==> src/logic/mem_pkg.sv <==
`default_nettype none

package mem_pkg;

    // ====================
    // core side opcodes
    // ====================

    // loads first, then stores
    typedef enum logic [2:0] {
        op_lb  = 3'd0,
        op_lh  = 3'd1,
        op_lw  = 3'd2,
        op_lbu = 3'd3,
        op_lhu = 3'd4,
        op_sb  = 3'd5,
        op_sh  = 3'd6,
        op_sw  = 3'd7
    } mem_op_e;

    // ====================
    // bus phases
    // ====================

    // read channel, address then data
    typedef enum logic {
        rd_idle = 1'b0,
        rd_busy = 1'b1
    } rd_state_e;

    // write channel, address then data then response
    typedef enum logic [1:0] {
        wr_idle = 2'd0,
        wr_data = 2'd1,
        wr_resp = 2'd2
    } wr_state_e;

    // remembered pc after reset, never a real instruction address
    localparam logic [31:0] pc_rst = 32'h8000_0000;

endpackage

`default_nettype wire

==> src/logic/load_align.sv <==
`timescale 1ns/1ps
`default_nettype none

module load_align import mem_pkg::*; (
    input  wire mem_op_e op,
    input  wire  [1:0]  byte_offset,
    input  wire  [31:0] bus_data,
    output logic [31:0] rdata
);

    logic [7:0]  sel_byte;
    logic [15:0] sel_half;

    // lane pick, halfword uses only the upper offset bit
    assign sel_byte = bus_data[{byte_offset, 3'b000} +: 8];
    assign sel_half = byte_offset[1] ? bus_data[31:16] : bus_data[15:0];

    always_comb begin
        case (op)
            op_lb: begin
                rdata = {{24{sel_byte[7]}}, sel_byte};
            end
            op_lbu: begin
                rdata = {24'h00_0000, sel_byte};
            end
            op_lh: begin
                rdata = {{16{sel_half[15]}}, sel_half};
            end
            op_lhu: begin
                rdata = {16'h0000, sel_half};
            end
            op_lw: begin
                rdata = bus_data;
            end
            // stores give nothing back
            default: begin
                rdata = '0;
            end
        endcase
    end

endmodule

`default_nettype wire

==> config.mk <==
export PLATFORM = sky130hd
export DESIGN_NAME = load_align
export DESIGN_NICKNAME = d
export VERILOG_FILES = /design/src/logic/mem_pkg.sv /design/src/logic/load_align.sv
export SDC_FILE = /design/constraint.sdc
export NUM_CORES = 1
export LEC_CHECK = 0
export ABC_CLOCK_PERIOD_IN_PS = 1650
export BUFFER_PORTS_ARGS = -buffer_cell sky130_fd_sc_hd__buf_4
export CORE_UTILIZATION = 42
export DETAILED_ROUTE_END_ITERATION = 8
export PLACE_DENSITY = 0.92
export SYNTH_ARGS = -nofsm -noshare
export SYNTH_HDL_FRONTEND = slang
export SYNTH_SLANG_ARGS = --single-unit
==> constraint.sdc <==
create_clock -name vclk -period 1.65
set_input_delay 0 -clock vclk [all_inputs]
set_output_delay 0 -clock vclk [all_outputs]
set_load 0.02 [all_outputs]
==> results list <==
- The run finished, with violations left.
- Violated checks: DRC
* Post-layout minimum cycle time: 1.439 ns
* Leakage power: 0.6882 nW
- Hold path start: bus_data[21]
- CORE AREA: 0.001577 mm²
- Routed wire length per instance: 16.24 µm
- After synthesis, the largest family of logic cells by area is compound AO/OA/AOI/OAI gates.
- Width of the die: 43.82 µm
- Leading post-synthesis cells by instance count: sky130_fd_sc_hd__a221o_1 (16), sky130_fd_sc_hd__a21o_1 (10), sky130_fd_sc_hd__mux2_2 (8), sky130_fd_sc_hd__mux2i_1 (8), sky130_fd_sc_hd__a2111oi_0 (7)
- Arrival time of data at the critical path endpoint: 1.44 ns
* Worst path max stage delay: 0.68 ns
- After layout, the design draws a total of 0.4802 mW.
- Worst endpoint required time: 1.65 ns
- Dividing the synthesized area by the synthesized cell count gives 9.181 µm².
- Across every metal layer, demand over resource in global routing totals 25.89%.
- After synthesis, the cell types taking the most area are sky130_fd_sc_hd__a221o_1 (22%), sky130_fd_sc_hd__mux2_2 (12%), sky130_fd_sc_hd__mux2i_1 (11%).
- Fraction of the mapped netlist area in simple logic gates: 9.199%
- The worst path uses 87.20% of the clock period.
- WHS Endpoint: rdata[21]
- Most frequent cell on the critical path: sky130_fd_sc_hd__buf_4
- Number of non-filler instances in the completed layout: 159
- Number of placed cells counting well taps: 159
- The sequential cells in the finished layout cover a total of 0 µm².
- The detail route stage leaves a number of antenna-violating nets equal to 0.
- For this design the top-level I/O count stands at 69.
- The final hold violation count was 0.
* Proportion of synthesized chip area in sequential cells: 0%
- Die extent in y: 43.82 µm
- The congestion estimate from routability-driven global placement came to 0.8537.
- Summed over its instances, the top area cell type makes up 21.81% of the synthesized netlist area.
* Uppermost layer routed: met4
- CP Max Fanout: 13
* Pin slew with the least headroom to its limit: 0.8310 ns
* Dpl hpwl: 2.047 mm
- The largest individual stage delay along the critical path comes from the cell sky130_fd_sc_hd__nor3b_1.
- Total Nets Final: 182
- Worst setup EP type: output port
- Max-cap violations in this run came to 0.
* Number of antenna cells inserted: 0
- Yosys instantiated no cell more often than sky130_fd_sc_hd__a221o_1.
* Area growth from synthesis to final layout: 65.08%
- Buffers added to address setup during post-CTS repair amount to 0.
- In this run the tool buffered the top-level ports with 69 buffer cells.
- Number of slew-limit violations in the final report: 0
- Cell area after layout: 0.001212 mm²
- Final sum of negative setup slack: 0 ns
* Area of placed instances: 0.001212 mm²
* Critical path launch point type: input port
* Worst setup slack after layout: 0.2111 ns
- Met2 WL post-DR: 1.240 mm
- Hold bufs inserted after CTS: 0
* Synthesized-area fraction occupied by ao, oa, aoi and oai cells: 49.06%
- Dominant cell type by area after synthesis: sky130_fd_sc_hd__a221o_1
- The detailed router finished its first iteration with 38 violations.
- Routed wire length on met3: 246 µm
- The first global-routing pass estimated 3.919 mm of wire.
- The clock buffers instantiated in the layout total 0.
* Row cnt: 14
* Critical path, cell by cell: buf_4 > xor2_1 > nor3b_1 > a221o_1 > buf_4
- Sum of routed wire length over all layers: 2.582 mm
* Post-synth cell types: 23
- Yosys Warn Count: 0
- Counting both buffers and inverters, the worst setup path holds a total of 2.
* Multiplexer area fraction after synthesis: 26.24%
* Total power per unit cell area: 396.1 mW/mm²
* Hold_ws: 0.3069 ns
- Path type of the worst setup path: input port to output port
- Area enclosed by the die boundary: 0.001920 mm²
- The path class of the tightest hold or removal check is input port to output port.
- Of the cells placed in the final design, the portion with a size suffix greater than 1 is 62.94%.
- Measured on the finished design, the core utilization comes to 76.90%.
* Sum of routed wire segments on met1: 1.050 mm
- Grouping stages by cell kind, the critical path spends the most delay in simple AND/OR/NAND/NOR gates.
- Final setup fails: 0
- Remaining global-route overflow: 0
- The critical path runs through a total of 5 cells.
* Post-Synth XOR/XNOR Area: 2.385%
- Using the TritonRoute via totals, the vias-per-cell ratio works out to 6.132.
- Combined area of all synthesized cells: 734.5 µm²
* Worst slack after detailed placement: 0.2614 ns
- Number of cells upsized or downsized after cts: 0
- Slew margin rel.: 44.48%
- There are 0 flip-flops and latches.
* RSZ-0062 raised after global routing: no
- For this run, design rule violations remaining after detail routing come to 3.
- The worst-case IR drop observed on VDD is 0.2631 mV.
- Maximum number of pins on one net before global-route repair: 17
* Synthesized-area fraction occupied by adder cells: 0%
- The first TritonRoute pass finished after 6 iterations.
- Counting instances, the worst hold path has a depth of 3.
- Via count of the routed design: 975
* Fmax: 695.0 MHz
* Via count of the first global-routing pass: 896
- The number of nets handed over by synthesis was 117.
- Post-Synthesis Cells: 80
* Initial antenna violation count: 0
* Effective utilization at floorplan: 46.59%
-- cells in the final DEF (no fill, tap or decap), drive strengths merged, types with 2 or more instances in the layout --
cell type and instances:
nor3 2, a221o 16, nor2 3, a2111oi 7, and2 2, buf 73
nor3b 3, a21o 16, mux2i 8, mux2 8
-- logic make-up (layout without fill, tap and decap cells) --
| family | count (synthesis) | in the layout |
|---|---|---|
| simple gates | 11 | 11 |
| compound gates | 40 | 40 |
| mux | 17 | 17 |
| buf+inv | 10 | 73 |
| xor+xnor | 2 | 2 |
-- power by group --
| part | internal [mW] | switching, mW | leakage [nW] |
|---|---|---|---|
| Sequential | 0 | 0 | 0 |
| Combinational | 0.241 | 0.240 | 0.688 |
| Clock | 0 | 0 | 0 |
-- routing by layer --
metal  global-route usage (%)  vias up
met2                    44.48       61
met5                        0        -
met4                    6.250        0
li1                         -      469
met1                    33.66      441
met3                    3.750        4
-- layout make-up --
| cell class | count | area [µm²] |
|---|---|---|
| multi-input combinational | 70 | 644.4 |
| timing repair buffer | 73 | 548.0 |
| fill | 114 | 364.1 |
| tap | 16 | 20.02 |
-- how the worst max path moves through the flow --
| stage | end | start |
|---|---|---|
| global placement | rdata[6] | op[1] |
| detailed placement | rdata[6] | op[1] |
| global route | rdata[6] | op[1] |
| finish | rdata[5] | op[1] |
| CTS | rdata[6] | op[1] |
| floorplan | rdata[16] | byte_offset[1] |
No activity file was read; power rests on OpenSTA's default activity.
