<file path="config.mk">
export PLATFORM = sky130hd
export DESIGN_NAME = mem_access
export DESIGN_NICKNAME = d
export VERILOG_FILES = /design/src/logic/mem_pkg.sv /design/src/logic/mem_access.sv
export SDC_FILE = /design/constraint.sdc
export NUM_CORES = 1
export LEC_CHECK = 0
export BUFFER_PORTS_ARGS = -buffer_cell sky130_fd_sc_hd__buf_2
export CAP_MARGIN = 20
export CORE_MARGIN = 2
export CORE_UTILIZATION = 47
export CTS_CLUSTER_SIZE = 8
export DETAILED_ROUTE_END_ITERATION = 16
export HOLD_SLACK_MARGIN = 0.05
export PLACE_DENSITY = 0.88
export REMOVE_ABC_BUFFERS = 1
export SYNTH_ARGS = -nofsm -noshare
export SYNTH_HDL_FRONTEND = slang
export SYNTH_SLANG_ARGS = --single-unit
</file>
<file path="constraint.sdc">
create_clock -name clk -period 2.1 [get_ports clk]
set_input_delay 0.105 -clock clk [delete_from_list [all_inputs] [get_ports clk]]
set_output_delay 0.105 -clock clk [all_outputs]
set_load 0.02 [all_outputs]
</file>
<file path="src/logic/mem_pkg.sv">
`default_nettype none

package mem_pkg;

    // ====================
    // core side opcodes
    // ====================

    // loads first, then stores
    typedef enum logic [2:0] {
        op_lb  = 3'd0,
        op_lh  = 3'd1,
        op_lw  = 3'd2,
        op_lbu = 3'd3,
        op_lhu = 3'd4,
        op_sb  = 3'd5,
        op_sh  = 3'd6,
        op_sw  = 3'd7
    } mem_op_e;

    // ====================
    // bus phases
    // ====================

    // read channel, address then data
    typedef enum logic {
        rd_idle = 1'b0,
        rd_busy = 1'b1
    } rd_state_e;

    // write channel, address then data then response
    typedef enum logic [1:0] {
        wr_idle = 2'd0,
        wr_data = 2'd1,
        wr_resp = 2'd2
    } wr_state_e;

    // remembered pc after reset, never a real instruction address
    localparam logic [31:0] pc_rst = 32'h8000_0000;

endpackage

`default_nettype wire

</file>
<file path="src/logic/mem_access.sv">
`timescale 1ns/1ps
`default_nettype none

module mem_access import mem_pkg::*; (
    input  wire         clk,
    input  wire         rst,
    input  wire  [31:0] pc,
    input  wire mem_op_e op,
    input  wire         mem_re,
    input  wire         mem_we,
    input  wire  [31:0] addr,
    input  wire  [31:0] wdata,
    input  wire         arready,
    input  wire         bus_rvalid,
    input  wire         awready,
    input  wire         bus_wready,
    input  wire         bvalid,
    output logic [31:0] araddr,
    output logic        arvalid,
    output logic        rready,
    output logic [31:0] awaddr,
    output logic        awvalid,
    output logic [31:0] wdata_lane,
    output logic [3:0]  wstrb,
    output logic        wvalid,
    output logic        bready,
    output logic        rvalid,
    output logic        wready
);

    logic [31:0] pc_r_q;
    logic [31:0] pc_w_q;
    logic        pc_change_r;
    logic        pc_change_w;
    rd_state_e   rd_state;
    wr_state_e   wr_state;
    logic [3:0]  strb_base;

    // a request only counts once per instruction
    assign pc_change_r = mem_re && (pc != pc_r_q);
    assign pc_change_w = mem_we && (pc != pc_w_q);

    // ====================
    // read master
    // ====================

    assign araddr  = addr;
    assign arvalid = (rd_state == rd_idle) && pc_change_r;
    assign rready  = (rd_state == rd_busy);
    assign rvalid  = (rd_state == rd_idle) && !pc_change_r;

    // pc is taken on the address handshake so arvalid holds until then
    always_ff @(posedge clk) begin
        if (rst) begin
            rd_state <= rd_idle;
            pc_r_q   <= pc_rst;
        end else begin
            case (rd_state)
                rd_idle: begin
                    if (arvalid && arready) begin
                        rd_state <= rd_busy;
                        pc_r_q   <= pc;
                    end
                end
                rd_busy: begin
                    if (bus_rvalid && rready) begin
                        rd_state <= rd_idle;
                    end
                end
                default: rd_state <= rd_idle;
            endcase
        end
    end

    // ====================
    // write master
    // ====================

    assign awaddr  = addr;
    assign awvalid = (wr_state == wr_idle) && pc_change_w;
    assign wvalid  = (wr_state == wr_data);
    assign bready  = (wr_state == wr_resp);
    assign wready  = (wr_state == wr_idle) && !pc_change_w;

    always_ff @(posedge clk) begin
        if (rst) begin
            wr_state <= wr_idle;
            pc_w_q   <= pc_rst;
        end else begin
            case (wr_state)
                wr_idle: begin
                    if (awvalid && awready) begin
                        wr_state <= wr_data;
                        pc_w_q   <= pc;
                    end
                end
                wr_data: begin
                    if (wvalid && bus_wready) begin
                        wr_state <= wr_resp;
                    end
                end
                wr_resp: begin
                    if (bvalid && bready) begin
                        wr_state <= wr_idle;
                    end
                end
                default: wr_state <= wr_idle;
            endcase
        end
    end

    // store lanes, data and strobe move by the byte offset
    always_comb begin
        case (op)
            op_sb:   strb_base = 4'b0001;
            op_sh:   strb_base = 4'b0011;
            op_sw:   strb_base = 4'b1111;
            default: strb_base = 4'b0000;
        endcase
    end

    assign wstrb      = strb_base << addr[1:0];
    assign wdata_lane = wdata << {addr[1:0], 3'b000};

endmodule

`default_nettype wire

</file>
==> out/results.ini, run 1 <==
[placement]
pre_cts_ws_ns = 0.0673
numPortBuffers = 124
place_congestion = 0.809
dpl.hpwl_mm = 9.47
dp.cells = 674

[yosys]
yosysWarningCount = 0
yosysSeqAreaShare_pct = 29.5
ys_ff_latch = 67
synthCells = 504
yosysUniqueCellTypes = 26
synth.avg_cell_area_um2 = 9.02
syn_area_um2 = 4540

[final_layout]
final_core_util_pct = 55.1
layout_common_cells = 122 x buf_2, 95 x nand2b_1, 80 x mux2i_1, 65 x dfxtp_1, 63 x xor2_1
mostFrequentLayoutCell = buf_2
layout.nets = 668
area_delta_synth_final_pct = 13.1
final_layout_size_suffix_gt1_share_pct = 29.0
fillers = 798
instances_no_fill = 695

[setup_path]
startpoint = pc_w_q[1]
cp.required_ns = 2.00
cp_max_fo = 3
worstSetupPathType = reg2out
worstPathArrival_ns = 1.98
critPathLaunchType = register
r2r-start = pc_w_q[1]
critPathCaptureType = primary output

[routing]
wl_mm = 13.0
post-route-drc-count = 0
drt_iter0_markers = 161
first_pass_iters = 4
post_drt_wl_per_cell_um = 18.7
vias_per_cell = 5.38
vias = 3742
ant_nets = 0

[timing]
fmax_ghz = 0.481
setup_slack_ns = 0.0199
post-route-period-util_pct = 99.1
final-hold-violation-count = 0
slew_headroom_pct = 49.4
tightestPinTransition_ns = 0.759
clock_skew_ns = 0.00731
setup_viol = 0
slew_viol_final = 0
grt_setup_unrepaired = yes
fin_crit_ns = 2.08
whs_ns = 0.0600

[cts]
clkLatencyLatePin_ns = 0.35
cts_tree = built
cts_sinks = 67
cts-root-buf = clkbuf_8
htree_levels = 3
cts_buffers = 9
clk_path_buf_depth = 2
clk_pin_slew_ns = 0.07

[power_and_ir_drop]
clkPwrFrac_pct = 34.6
internal_power_mw = 2.30
switching_share_pct = 28.9
combinationalPowerShare_pct = 22.6
seqPwrFrac_pct = 42.9
vdd_drop_max_v = 0.000504
p_switching_uw = 938
p_leak_nw = 2.42
totalPowerFinal_mw = 3.24
p_per_area_nw_per_um2 = 630

[hold_path]
hold_class = in2reg
min_from = bus_wready

[floorplanning]
die_w_um = 102
rows = 35
die_h_um = 102
die_area_um2 = 10500
start_util_pct = 48.7
io_pins = 215
coreArea_um2 = 9330

[outcome]
outcome = completed

[global_routing]
antenna_found_initial = 1
grt_pass1_wl_mm = 18.2
grt_max_degree = 100
grt_pass1_vias = 3584
grt_use_total_pct = 23.3
overflow = 0

[job]
drv_cap = 0

==> power groups by stage <==
stage               logic (mW)  registers [mW]  clock network [mW]
floorplan                0.390            1.40                   0
global placement         0.667            1.41                   0
detailed placement       0.689            1.41                   0
CTS                      0.705            1.39                1.13
global route             0.787            1.39                1.19
finish                   0.731            1.39                1.12
==> area by class of cell <==
cell class	instances	area (µm²)	share of cell area [%]
Antenna cell	1	2.50	0.0487
Clock buffer	15	176	3.43
Clock inverter	1	30.0	0.584
Inverter	2	7.51	0.146
Multi-Input combinational cell	346	2680	52.0
Sequential cell	67	1340	26.1
Tap cell	129	161	3.14
Timing Repair Buffer	134	744	14.5
==> critical path, stage by stage (launching register included) <==
cell,delay [ns]
dfxtp_1,0.32
xor2_1,0.16
nor4_2,0.37
nand4_1,0.24
o21ai_1,0.24
and2_1,0.16
buf_4,0.14
==> through the flow <==
stage	instance area, µm²	TNS (ns)
finish	5140	0
global route	5140	-0.0873
CTS	5040	0
detailed placement	4800	0
global placement	4800	0
floorplan	3930	-1.77
==> path summary, 6_finish.rpt <==
kind	to	slack, ns	cells after the start
worst max-delay path	wready	0.02	6
worst min-delay path	wr_state[0]	0.06	3
worst max register to register	pc_w_q[21]	0.06	7
worst min register to register	pc_r_q[29]	0.49	2
==> metal layers <==
| layer | vias to the layer above | wire length, µm | global-route usage [%] |
|---|---|---|---|
| met3 | 24 | 1490 | 12.3 |
| met5 | - | 45 | 7.69 |
| met2 | 223 | 6050 | 38.5 |
| li1 | 1739 | - | - |
| met1 | 1754 | 5170 | 25.0 |
| met4 | 2 | 247 | 7.90 |
==> synthesized netlist by cell type <==
cell type | n | share of area (%)
a21oi_1 | 10 | 1.1
o21a_1 | 1 | 0.17
xor2_1 | 64 | 12
nor3_1 | 2 | 0.22
buf_6 | 4 | 0.99
and2_1 | 10 | 1.4
nand2_1 | 8 | 0.66
a211oi_1 | 9 | 1.5
mux2i_1 | 80 | 18
nand2b_1 | 95 | 13
and3b_1 | 1 | 0.19
inv_1 | 2 | 0.17
nor2b_1 | 12 | 1.7
o21ai_0 | 10 | 1.1
nor4_1 | 16 | 2.2
a22oi_1 | 2 | 0.33
clkbuf_1 | 17 | 1.4
o2111ai_2 | 2 | 0.66
dfxtp_1 | 67 | 30
o2111a_1 | 2 | 0.50
o22ai_1 | 1 | 0.14
a21o_1 | 1 | 0.17
nand4_1 | 4 | 0.55
buf_4 | 66 | 11
buf_1 | 2 | 0.17
nor2_1 | 16 | 1.3
==> state kept, by name (all words and copies together), names as in the netlist <==
name / cells
pc_w_q: 32
wr_state: 2
pc_r_q: 32
rready: 1
==> logic make-up after synthesis <==
| family | Yosys count | share of synthesized area, % |
|---|---|---|
| and+or+nand+nor | 164 | 21.3 |
| buffers and inverters | 91 | 13.6 |
| muxes | 80 | 17.6 |
| DFF | 67 | 29.5 |
| xor gates and xnor gates | 64 | 12.3 |
| AOI/OAI and AO/OA | 38 | 5.64 |
==> repair_timing <==
| item | CTS | global route |
|---|---|---|
| gates resized for setup | 7 | 15 |
| endpoints found under the hold margin | 1 | 0 |
| gates cloned | 0 | 0 |
| endpoints found under the setup margin | 4 | 37 |
| pin swaps | 2 | 9 |
| buffers inserted | 0 | 3 |
| hold buffers | 1 | 0 |
(Power assumes the default switching activity.)
==> inputs of run 2 (changes only) <==
--- a/config.mk
+++ b/config.mk
@@ -5,14 +5,14 @@
 export SDC_FILE = /design/constraint.sdc
 export NUM_CORES = 1
 export LEC_CHECK = 0
-export BUFFER_PORTS_ARGS = -buffer_cell sky130_fd_sc_hd__buf_2
 export CAP_MARGIN = 20
 export CORE_MARGIN = 2
-export CORE_UTILIZATION = 47
+export CORE_UTILIZATION = 63
 export CTS_CLUSTER_SIZE = 8
 export DETAILED_ROUTE_END_ITERATION = 16
+export DONT_BUFFER_PORTS = 1
 export HOLD_SLACK_MARGIN = 0.05
-export PLACE_DENSITY = 0.88
+export PLACE_DENSITY = 0.86
 export REMOVE_ABC_BUFFERS = 1
 export SYNTH_ARGS = -nofsm -noshare
 export SYNTH_HDL_FRONTEND = slang
==> run 2 against run 1 <==
  * The flow now finishes with violations (setup timing)
  * Final cell count down 17%
  * Clock skew up 0.0042 ns
  * Count of clock-buffer cells in the layout down 3
  * Global-route usage up 12 points
  * Critical path type is now reg2reg
  * Highest routed layer unchanged
==> out/results.ini, run 2 (synthesized netlist as in run 1, its figures left out) <==
[timing]
setup_viol = 1
final-hold-violation-count = 0
setup_slack_ns = -0.0150
slew_headroom_pct = 47.3
post-route-period-util_pct = 101
grt_setup_unrepaired = yes
fmax_ghz = 0.473
tightestPinTransition_ns = 0.793
clock_skew_ns = 0.0115
whs_ns = 0.0953
fin_crit_ns = 2.11
finalSetupTns_ns = -0.0150
slew_viol_final = 0

[routing]
drt_iter0_markers = 213
vias = 3562
first_pass_iters = 4
post_drt_wl_per_cell_um = 25.4
post-route-drc-count = 0
vias_per_cell = 6.18
wl_mm = 14.6
ant_nets = 0

[power_and_ir_drop]
p_per_area_nw_per_um2 = 691
vdd_drop_max_v = 0.000547
totalPowerFinal_mw = 3.40
p_leak_nw = 2.10

[setup_path]
crit_family = simple AND/OR/NAND/NOR gates
worstSetupPathType = reg2reg
crit_buf_inv = 1
max_stage_delay_ns = 0.43
cp_cell_sequence = xor2_1, nor4_2, nand4_1, o2111ai_2, buf_4, mux2i_1
cp_max_fo = 7
worstPathArrival_ns = 2.39
critPathLaunchType = register
slowest_stage = nor4_2
critPathCaptureType = register
cp.required_ns = 2.37

[placement]
place_congestion = 0.869
pre_cts_ws_ns = 0.0226
dpl.hpwl_mm = 9.97
numPortBuffers = 0
dpl_cell_area_um2 = 4160
dp.cells = 522

[floorplanning]
io_pins = 215
die_h_um = 88.9
die_area_um2 = 7910
rows = 30
coreArea_um2 = 6870
die_w_um = 88.9
start_util_pct = 66.2

[cts]
cts-root-buf = clkbuf_8
htree_levels = 3
cts_buffers = 9
clk_path_buf_depth = 2
cts_sinks = 67
cts_tree = built
clkLatencyLatePin_ns = 0.35
clk_pin_slew_ns = 0.08

[final_layout]
fillers = 477
area_delta_synth_final_pct = 8.07
final_area_um2 = 4910
layout_common_cells = 95 x nand2b_1, 80 x mux2i_1, 63 x dfxtp_1, 62 x xor2_1, 35 x dlygate4sd3_1
n_antenna_cell = 0
instances_no_fill = 576
final_core_util_pct = 71.5
largestRegisters = pc_r_q: 32 flops, pc_w_q: 32 flops, wr_state: 2 flops
layout.nets = 583
mostFrequentLayoutCell = nand2b_1
final_layout_size_suffix_gt1_share_pct = 10.6

[global_routing]
overflow = 0
grt_use_total_pct = 35.6
grt_pass1_wl_mm = 20.1
grt_pass1_vias = 3597
grt_max_degree = 100
antenna_found_initial = 0

[outcome]
outcome = finished with violations
violations = setup timing

[job]
drv_cap = 0

[hold_path]
hold_class = in2reg

==> run 2: cell count changes in the layout (fill, tap and decap cells not counted), sizes merged <==
cell / change
buf: -119
bufinv: +2
clkbuf: -3
clkinv: +1
dlygate4sd3: +34
diode: -1
==> run 2: power by group <==
part / switching (mW) / internal, mW / leakage, nW / total, mW
Combinational: 0.339 / 0.275 / 1.42 / 0.614
Clock: 0.505 / 0.884 / 0.133 / 1.39
Sequential: 0.0533 / 1.34 / 0.549 / 1.39
Total: 0.898 / 2.50 / 2.10 / 3.40
==> run 2: timing repair <==
action / in CTS / in global routing
pin swaps: 0 / 9
hold buffers: 36 / 0
endpoints found under the hold margin: 67 / 0
gates resized for setup: 10 / 14
buffers inserted: 0 / 2
setup endpoints to repair: 4 / 13
==> run 2: final timing paths <==
check                   from           to  slack [ns]  cells past startpoint
setup / recovery   pc_r_q[1]   pc_r_q[10]       -0.01                      6
hold / removal           rst  wr_state[1]         0.1                      2
setup reg to reg   pc_r_q[1]   pc_r_q[10]       -0.01                      6
hold reg to reg   pc_r_q[29]   pc_r_q[29]        0.49                      2
==> run 2: routing by layer <==
layer,part of all wire (%),wire (µm),GRT usage [%]
met1,37,5420,37.7
met2,43,6330,53.5
met3,13,1930,22.1
met4,6.0,874,20.2
met5,0.51,75,9.74
==> run 2: final cells by class <==
| class | count | area (µm²) | share of cell area, % |
|---|---|---|---|
| multi-input combinational | 346 | 2680 | 54.5 |
| tap | 96 | 120 | 2.45 |
| clock inverter | 4 | 95.1 | 1.94 |
| sequential | 67 | 1350 | 27.4 |
| timing repair buffer | 49 | 500 | 10.2 |
| inverter | 2 | 7.51 | 0.153 |
| clock buffer | 12 | 165 | 3.36 |
